## src/common/upPkg.sv

```systemverilog
`default_nettype none

package upPkg;

	localparam logic [3:0] opNop = 4'h0;
	localparam logic [3:0] opLda = 4'h1;
	localparam logic [3:0] opSta = 4'h2;
	localparam logic [3:0] opAdd = 4'h3;
	localparam logic [3:0] opSub = 4'h4;
	localparam logic [3:0] opAnd = 4'h5;
	localparam logic [3:0] opOr  = 4'h6;
	localparam logic [3:0] opXor = 4'h7;
	localparam logic [3:0] opJmp = 4'h8;
	localparam logic [3:0] opLdi = 4'hB;
	localparam logic [3:0] opShl = 4'hC;
	localparam logic [3:0] opShr = 4'hD;
	localparam logic [3:0] opHlt = 4'hF;

	typedef struct packed {
		logic [3:0] opcode;
		logic [3:0] imm; // zero-extended by the datapath.
	} immViewT;

	// low nibble 0 to 3 picks the condition, anything higher never jumps.
	typedef struct packed {
		logic [3:0] opcode;
		logic [1:0] rsvd;
		logic [1:0] cond;
	} condViewT;

	typedef union packed {
		immViewT  immView;
		condViewT condView;
	} instrT;

	typedef enum logic [2:0] {
		aluAdd,
		aluSub,
		aluAnd,
		aluOr,
		aluXor,
		aluShl,
		aluShr,
		aluPassB
	} aluOpT;

	// byte i of the image lands at address i.
	localparam logic [15:0][7:0] bootImage = {
		8'h37, 8'h00, 8'h00, 8'h00, 8'h00, 8'h00, 8'h00, 8'h00,
		8'h00, 8'h00, 8'hF0, 8'h7F, 8'h20, 8'h0F, 8'h30, 8'hB5
	};

endpackage

`default_nettype wire

```

## src/logic/upAlu.sv

```systemverilog
`timescale 1ns/1ps
`default_nettype none

module upAlu import upPkg::*; (
	input  wire aluOpT op,
	input  wire  [7:0] a,
	input  wire  [7:0] b,
	output logic [7:0] y,
	output logic       carry,
	output logic       zero
);

	logic [8:0] wide; // bit 8 is the carry out.

	always_comb begin
		wide = 9'h000;
		case (op)
			aluAdd: wide = {1'b0, a} + {1'b0, b};
			// the ninth bit of the difference is the borrow.
			aluSub: wide = {1'b0, a} - {1'b0, b};
			aluAnd: wide = {1'b0, a & b};
			aluOr: wide = {1'b0, a | b};
			aluXor: wide = {1'b0, a ^ b};
			aluShl: wide = {a, 1'b0};
			aluShr: wide = {a[0], 1'b0, a[7:1]}; // lsb falls out into carry.
			aluPassB: wide = {1'b0, b};
			default: wide = 9'h000;
		endcase
	end

	assign y     = wide[7:0];
	assign carry = wide[8];
	assign zero  = (wide[7:0] == 8'h00);

endmodule

`default_nettype wire

```

## src/logic/upControl.sv

```systemverilog
`timescale 1ns/1ps
`default_nettype none

module upControl import upPkg::*; (
	input  wire        clk,
	input  wire        nRst,
	input  wire        start,
	input  wire instrT ir,
	input  wire        zero,
	input  wire        carry,
	output logic       running,
	output logic       halted,
	output logic       pcClear,
	output logic       pcInc,
	output logic       pcJump,
	output logic       irLoad,
	output logic       operandLoad,
	output logic       addrFromOperand,
	output logic       bFromImm,
	output logic       accLoad,
	output logic       memWrite,
	output aluOpT      aluOp
);

	typedef enum logic [2:0] {
		sIdle,
		sFetch,
		sOperand,
		sExecute,
		sHalt
	} stateT;

	stateT      state;
	stateT      nextState;
	logic [3:0] opcode;
	logic       hasOperand;
	logic       execNow;
	logic       jumpTaken;

	assign opcode     = ir.immView.opcode;
	assign hasOperand = (opcode >= opLda) && (opcode <= opJmp);

	// one-byte instructions execute in the cycle after fetch, where ir is first valid.
	assign execNow = (state == sExecute) || (state == sOperand && !hasOperand);

	always_comb begin
		jumpTaken = 1'b0;
		if (ir.condView.rsvd == 2'b00) begin
			case (ir.condView.cond)
				2'd0: jumpTaken = 1'b1;
				2'd1: jumpTaken = zero;
				2'd2: jumpTaken = carry;
				2'd3: jumpTaken = !zero;
				default: jumpTaken = 1'b0;
			endcase
		end
	end

	always_comb begin
		case (opcode)
			opAdd: aluOp = aluAdd;
			opSub: aluOp = aluSub;
			opAnd: aluOp = aluAnd;
			opOr: aluOp = aluOr;
			opXor: aluOp = aluXor;
			opShl: aluOp = aluShl;
			opShr: aluOp = aluShr;
			default: aluOp = aluPassB; // LDA and LDI just move b through.
		endcase
	end

	always_comb begin
		nextState   = state;
		pcClear     = 1'b0;
		pcInc       = 1'b0;
		irLoad      = 1'b0;
		operandLoad = 1'b0;
		case (state)
			sIdle, sHalt: if (start) begin
				pcClear   = 1'b1;
				nextState = sFetch;
			end
			sFetch: begin
				irLoad    = 1'b1;
				pcInc     = 1'b1;
				nextState = sOperand;
			end
			sOperand: if (hasOperand) begin
				operandLoad = 1'b1;
				pcInc       = 1'b1;
				nextState   = sExecute;
			end else begin
				nextState = (opcode == opHlt) ? sHalt : sFetch;
			end
			sExecute: nextState = (opcode == opHlt) ? sHalt : sFetch;
			default: nextState = sIdle;
		endcase
	end

	always_ff @(posedge clk or negedge nRst) begin
		if (!nRst) state <= sIdle;
		else state <= nextState;
	end

	assign running         = (state == sFetch) || (state == sOperand) || (state == sExecute);
	assign halted          = (state == sHalt);
	assign addrFromOperand = (state == sExecute);
	assign bFromImm        = execNow && (opcode == opLdi);
	assign memWrite        = execNow && (opcode == opSta);
	assign pcJump          = execNow && (opcode == opJmp) && jumpTaken;

	always_comb begin
		accLoad = 1'b0;
		if (execNow) begin
			case (opcode)
				opLda, opAdd, opSub, opAnd, opOr, opXor, opLdi, opShl, opShr: accLoad = 1'b1;
				default: accLoad = 1'b0; // NOP, STA, JMP, HLT and undefined codes.
			endcase
		end
	end

	legalState: assert property (@(posedge clk) disable iff (!nRst)
		state inside {sIdle, sFetch, sOperand, sExecute, sHalt});

endmodule

`default_nettype wire

```

## src/logic/upRegs.sv

```systemverilog
`timescale 1ns/1ps
`default_nettype none

module upRegs import upPkg::*; (
	input  wire        clk,
	input  wire        nRst,
	input  wire  [7:0] rdData,
	input  wire        pcClear,
	input  wire        pcInc,
	input  wire        pcJump,
	input  wire        irLoad,
	input  wire        operandLoad,
	input  wire        addrFromOperand,
	input  wire        bFromImm,
	input  wire        accLoad,
	input  wire  [7:0] aluY,
	input  wire        aluCarry,
	input  wire        aluZero,
	output instrT      ir,
	output logic [7:0] memAddr,
	output logic [7:0] accOut,
	output logic [7:0] aluA,
	output logic [7:0] aluB,
	output logic       zero,
	output logic       carry
);

	logic [7:0] pc;
	logic [7:0] operand;
	logic [7:0] acc;

	always_ff @(posedge clk or negedge nRst) begin
		if (!nRst) begin
			pc <= 8'h00;
		end else if (pcClear) begin
			pc <= 8'h00;
		end else if (pcJump) begin
			pc <= operand;
		end else if (pcInc) begin
			pc <= pc + 8'd1; // wraps at the top of memory.
		end
	end

	always_ff @(posedge clk or negedge nRst) begin
		if (!nRst) begin
			ir    <= '0;
			acc   <= 8'h00;
			zero  <= 1'b0;
			carry <= 1'b0;
		end else begin
			if (irLoad) ir <= rdData;
			if (accLoad) begin
				acc   <= aluY;
				zero  <= aluZero;
				carry <= aluCarry;
			end
		end
	end

	always_ff @(posedge clk) begin
		if (operandLoad) operand <= rdData;
	end

	assign memAddr = addrFromOperand ? operand : pc;
	assign accOut  = acc;
	assign aluA    = acc;
	assign aluB    = bFromImm ? {4'h0, ir.immView.imm} : rdData;

	// the control unit never advances and branches in the same cycle.
	pcSingleUpdate: assert property (@(posedge clk) disable iff (!nRst)
		!(pcInc && pcJump));

endmodule

`default_nettype wire

```

## src/logic/upSystem.sv

```systemverilog
`timescale 1ns/1ps
`default_nettype none

module upSystem import upPkg::*; #(
	parameter logic [7:0] probeAddr = 8'd127
) (
	input  wire        clk,
	input  wire        nRst,
	input  wire        start,
	input  wire        loadEn,
	input  wire  [7:0] loadAddr,
	input  wire  [7:0] loadData,
	output logic       running,
	output logic       halted,
	output logic [7:0] acc,
	output logic       zero,
	output logic       carry,
	output logic [7:0] probe
);

	instrT      ir;
	aluOpT      aluOp;
	logic       pcClear, pcInc, pcJump, irLoad, operandLoad;
	logic       addrFromOperand, bFromImm, accLoad, memWrite;
	logic [7:0] memAddr, rdData;
	logic [7:0] aluA, aluB, aluY;
	logic       aluCarry, aluZero;

	upControl control0 (
		.clk, .nRst, .start, .ir, .zero, .carry,
		.running, .halted, .pcClear, .pcInc, .pcJump, .irLoad, .operandLoad,
		.addrFromOperand, .bFromImm, .accLoad, .memWrite, .aluOp
	);

	upRegs regs0 (
		.clk, .nRst, .rdData, .pcClear, .pcInc, .pcJump, .irLoad, .operandLoad,
		.addrFromOperand, .bFromImm, .accLoad, .aluY, .aluCarry, .aluZero,
		.ir, .memAddr, .accOut(acc), .aluA, .aluB, .zero, .carry
	);

	upAlu alu0 (
		.op(aluOp), .a(aluA), .b(aluB),
		.y(aluY), .carry(aluCarry), .zero(aluZero)
	);

	// stores always take the accumulator.
	upMemory #(.probeAddr(probeAddr)) memory0 (
		.clk, .nRst, .running,
		.cpuAddr(memAddr), .cpuData(acc), .cpuWrite(memWrite),
		.loadEn, .loadAddr, .loadData,
		.rdData, .probe
	);

endmodule

`default_nettype wire

```

## src/memory/upMemory.sv

```systemverilog
`timescale 1ns/1ps
`default_nettype none

module upMemory import upPkg::*; #(
	parameter logic [7:0] probeAddr = 8'd127
) (
	input  wire        clk,
	input  wire        nRst,
	input  wire        running,
	input  wire  [7:0] cpuAddr,
	input  wire  [7:0] cpuData,
	input  wire        cpuWrite,
	input  wire        loadEn,
	input  wire  [7:0] loadAddr,
	input  wire  [7:0] loadData,
	output logic [7:0] rdData,
	output logic [7:0] probe
);

	logic [7:0] mem [256];
	logic [7:0] wrAddr;
	logic [7:0] wrData;
	logic       wrEn;

	// the host owns the write port whenever the processor is stopped.
	always_comb begin
		if (running) begin
			wrEn   = cpuWrite;
			wrAddr = cpuAddr;
			wrData = cpuData;
		end else begin
			wrEn   = loadEn;
			wrAddr = loadAddr;
			wrData = loadData;
		end
	end

	always_ff @(posedge clk or negedge nRst) begin
		if (!nRst) begin
			for (int i = 0; i < 16; i++) mem[i] <= bootImage[i];
			for (int i = 16; i < 256; i++) mem[i] <= 8'h00;
		end else if (wrEn) begin
			mem[wrAddr] <= wrData;
		end
	end

	assign rdData = mem[cpuAddr];
	assign probe  = mem[probeAddr]; // always visible, no read strobe.

	// a processor store only happens inside a running program.
	cpuWriteOnlyRunning: assert property (@(posedge clk) disable iff (!nRst)
		cpuWrite |-> running);

endmodule

`default_nettype wire
```

## config.mk

```make
export PLATFORM = sky130hd
export DESIGN_NAME = upSystem
export DESIGN_NICKNAME = d
export VERILOG_FILES = /design/src/common/upPkg.sv /design/src/logic/upAlu.sv /design/src/logic/upControl.sv /design/src/logic/upRegs.sv /design/src/logic/upSystem.sv /design/src/memory/upMemory.sv
export SDC_FILE = /design/constraint.sdc
export NUM_CORES = 2
export LEC_CHECK = 0
export BUFFER_PORTS_ARGS = -buffer_cell sky130_fd_sc_hd__buf_2
export CAP_MARGIN = 0
export CORE_MARGIN = 5
export CORE_UTILIZATION = 29
export CTS_BUF_LIST = sky130_fd_sc_hd__clkbuf_4 sky130_fd_sc_hd__clkbuf_8
export DETAILED_ROUTE_END_ITERATION = 10
export PLACE_DENSITY_LB_ADDON = 0.08
export REMOVE_ABC_BUFFERS = 1
export SETUP_SLACK_MARGIN = 0.3
export SLEW_MARGIN = 20
export SYNTH_ARGS = -nofsm -noshare
export SYNTH_HDL_FRONTEND = slang
export SYNTH_SLANG_ARGS = --single-unit
```

## constraint.sdc

```tcl
create_clock -name clk -period 18.86 [get_ports clk]
set_clock_uncertainty 0.05 [all_clocks]
set_input_delay 3.772 -clock clk [delete_from_list [all_inputs] [get_ports clk]]
set_output_delay 3.772 -clock clk [all_outputs]
set_load 0.03 [all_outputs]
```

==> impl_metrics.csv <==
group,metric,value,unit
synthesis,synth-async-reset-ratio,99.6,%
drt,avgViaCountPerCell,5.43,
die,io_pins,40,
drt,detailroute.via_count,84000,
synthesis,synth_largest_type_area_fraction,52.6,%
finish,number_of_nets_at_the_end_of_the_flow,10800,
die,die_width,590,um
timing,final.setup.worst_slack,8.08,ns
worst_setup_path,timing.critical_path.to_type,"flop",
worst_setup_path,critical-path-slowest-cell,"sky130_fd_sc_hd__a31oi_1",
place,post-dp-hpwl,303000,um
power,power,18.7,mW
synthesis,synth.area.mux_share,4.79,%
worst_hold_path,min-delay-path-class,"reg2reg",
timing,rsz0062_at_grt,"no",
timing,clock.fmax,92.8,MHz
clock_network,tritoncts,"yes",
clock_network,holdBufCountCts,0,
synthesis,synth-xor-area-share,0.108,%
timing,setup_tns,0,ns
drt,detail-route-antenna-nets,0,
synthesis,netlist.top_cell.by_area,"sky130_fd_sc_hd__dfrtp_1",
finish,stdcell_area,111000,sq um
synthesis,synth.yosys.seq_area_share,53.6,%
place,placement.cell_area,102000,sq um
synthesis,yosys_warnings,0,
synthesis,synthesized_area,97400,sq um
global_route,antenna_found_initial,40,
die,dieHeight,590,um
power,power.density_cell_area,169,nW/um^2
timing,setup-violations-final,0,
drt,totalWireLength,470000,um
worst_setup_path,worst-endpoint-required,19.80,ns
clock_network,post_cts_buffers,0,
clock_network,cts.root.buffer_cell,"sky130_fd_sc_hd__clkbuf_8",
global_route,grt_max_degree,144,
timing,hold_viol,0,
die,die_area,348000,sq um
global_route,global_route.overflow_total,0,
place,number_of_i_o_port_buffers,39,
synthesis,synth-edff-count,8,
synthesis,synthTopCellsByArea,"sky130_fd_sc_hd__dfrtp_1, sky130_fd_sc_hd__nand2_1, sky130_fd_sc_hd__o21ai_0, sky130_fd_sc_hd__a21oi_1, sky130_fd_sc_hd__mux2i_1",
die,initial_utilization,29.2,%
clock_network,total_of_cells_resized_after_clock_tree_synthesis,0,
worst_setup_path,crit_path_max_fanout,50,
clock_network,htree_levels,5,
synthesis,post_synth_fa_ha_maj_area_fraction,0.354,%
run_status,status,"finished, final reports clean",
timing,timing.slew.headroom,16.3,%
synthesis,netlist_instances,11000,
finish,fraction_of_final_layout_cells_with_drive_strength_greater_than_1,11.6,%
timing,timing.final.crit_period,10.78,ns
worst_setup_path,cp.arrival,11.71,ns
synthesis,synth_top_family_by_area,"compound AO/OA/AOI/OAI gates",
die,core_area,334000,sq um
synthesis,synth-compound-area-share,19.5,%
worst_setup_path,cp_slowest_stage_delay,0.87,ns
drt,remaining_drc_errors,0,
synthesis,ys_types,105,
drt,dr.pass1.iters,6,
timing,final-max-slew-violation-count,0,
drt,drtIter0Drc,8388,
timing,max_slew.worst_pin.slew,1.25,ns
power,power_leakage,48.0,nW
clock_network,clock_sink_count,2085,
job,cap_viol_max_count,0,
clock_network,cts_buffer_depth,4,
worst_setup_path,critical_path.most_common_cell,"sky130_fd_sc_hd__buf_4",
finish,syn_to_final_growth,13.6,%
synthesis,synth.ff_latch_count,2085,
worst_setup_path,criticalPathCategory,"reg2reg",
place,routability_congestion,0.890,
global_route,first_global_vias,81100,
place,pre_cts_ws,8.43,ns
global_route,groute.usage.overall,26.3,%
power,vdd.ir_drop.worst,0.149,mV
clock_network,cts_made_buffers,391,
synthesis,share_of_synthesized_cell_area_in_and_or_nand_and_nor_gates,17.2,%
timing,min_period_over_period,57.1,%
clock_network,source_to_sink_clock_delay_at_the_later_pin_of_the_worst_skew_pair,1.13,ns
clock_network,worst_setup_hold_path_clk_slew,0.06,ns
worst_setup_path,setup.worst_path.start_class,"flop",
die,placement_rows,212,
drt,wl_per_cell,30.4,um
synthesis,synthFlopType,"sky130_fd_sc_hd__dfrtp_1",
synthesis,postSynthAreaPerCell,8.89,sq um
global_route,grt_first_pass_wirelength,659000,um
==> cell families after synthesis <==
logic type,after synthesis
flip-flops,2085
multiplexers,437
adder cells (fa/ha/maj),27
AND/OR/NAND/NOR,4136
buffers and inverters,977
AO/OA/AOI/OAI,3282
XOR/XNOR,12
==> per-stage QoR <==
stage               hold WS [ns]  instances  utilization [%]
finish                     0.422      15500             33.1
global route               0.444      15500             33.1
CTS                        0.426      15500             33.1
detailed placement         0.413      14800             30.6
global placement           0.404      14800             30.5
floorplan                  0.392      10000                -
==> layer usage <==
layer | vias to the layer above | global-route usage [%] | share of wire (%) | wire length, um
met4 | 6 | 10.1 | 4.3 | 20100
met5 | - | 0 | 0.0081 | 38
met2 | 3107 | 40.7 | 44 | 208000
li1 | 37600 | - | - | -
met3 | 799 | 5.16 | 6.9 | 32600
met1 | 42500 | 36.4 | 45 | 209000
==> cell usage after synthesis, types with 51 or more instances <==
library cell and number:
sky130_fd_sc_hd__nor2_1 898, sky130_fd_sc_hd__a221oi_1 81, sky130_fd_sc_hd__o211a_1 89, sky130_fd_sc_hd__a32oi_1 58, sky130_fd_sc_hd__mux2i_1 371, sky130_fd_sc_hd__nand3_1 304, sky130_fd_sc_hd__clkbuf_1 605, sky130_fd_sc_hd__buf_4 56
sky130_fd_sc_hd__nand2_1 2618, sky130_fd_sc_hd__o22ai_1 60, sky130_fd_sc_hd__nand4_1 51, sky130_fd_sc_hd__nor3_1 61, sky130_fd_sc_hd__buf_2 197, sky130_fd_sc_hd__dfrtp_1 2049, sky130_fd_sc_hd__o21ai_0 1434, sky130_fd_sc_hd__a21oi_1 1010
sky130_fd_sc_hd__a211oi_1 167, sky130_fd_sc_hd__a31oi_1 105
==> state kept, by name (all words and copies together), names as in the netlist, 3 cells and up <==
signal and cells:
regs0.ir 8, regs0.accOut 8, control0.state 3, regs0.pc 8, memory0.mem 2040, memory0.probe 8
regs0.operand 8
==> critical path, delay by kind of cell, from the launching register on <==
kind	cells	cell delay, ns
AOI/OAI and AO/OA	14	4.38
buffers and inverters	4	2.57
and+or+nand+nor	6	1.79
DFF	1	0.84
adders and majority gates	2	0.63
muxes	1	0.23
xor gates and xnor gates	1	0.09
==> placed cells by master, fill, tap and decap left out, types with 51 or more instances in the layout <==
cell	n
sky130_fd_sc_hd__a31oi_1	101
sky130_fd_sc_hd__nor2_1	859
sky130_fd_sc_hd__a32oi_1	55
sky130_fd_sc_hd__clkbuf_8	502
sky130_fd_sc_hd__buf_4	284
sky130_fd_sc_hd__a21oi_1	1000
sky130_fd_sc_hd__o21ai_0	1432
sky130_fd_sc_hd__a211oi_1	167
sky130_fd_sc_hd__nand4_1	51
sky130_fd_sc_hd__a221oi_1	81
sky130_fd_sc_hd__nand3_1	304
sky130_fd_sc_hd__dfrtp_1	2046
sky130_fd_sc_hd__mux2i_1	359
sky130_fd_sc_hd__o211a_1	89
sky130_fd_sc_hd__nand2_1	2616
sky130_fd_sc_hd__clkbuf_4	154
sky130_fd_sc_hd__o22ai_1	60
==> path summary, 6_finish.rpt <==
| kind | from | endpoint | slack [ns] | depth (start not counted) |
|---|---|---|---|---|
| setup / recovery | regs0.pc[0]$_DFFE_PN0P_ | regs0.zero$_DFFE_PN0P_ | 8.08 | 28 |
| hold / removal | memory0.mem[1462]$_DFFE_PN0P_ | memory0.mem[1462]$_DFFE_PN0P_ | 0.42 | 2 |
| setup reg to reg | regs0.pc[0]$_DFFE_PN0P_ | regs0.zero$_DFFE_PN0P_ | 8.08 | 28 |
| hold reg to reg | memory0.mem[1462]$_DFFE_PN0P_ | memory0.mem[1462]$_DFFE_PN0P_ | 0.42 | 2 |
| max in group asynchronous | nRst | memory0.mem[1062]$_DFFE_PN0P_ | 11.99 | 5 |
| min in group asynchronous | nRst | memory0.mem[918]$_DFFE_PN0P_ | 2.62 | 1 |
==> power by group <==
group / total (mW) / switching [mW] / internal [mW]
logic: 8.46 / 6.54 / 1.92
registers: 5.47 / 0.422 / 5.04
clock network: 4.82 / 2.10 / 2.72
==> cell type report <==
class | instances | area [sq um]
Fill cell | 34800 | 224000
Sequential cell | 2085 | 52300
Multi-Input combinational cell | 7894 | 41600
Clock buffer | 656 | 8070
Tap cell | 4387 | 5490
Timing Repair Buffer | 340 | 2640
Clock inverter | 46 | 389
Inverter | 51 | 193
Antenna cell | 19 | 47.5
No activity file was read; power rests on OpenSTA's default activity.
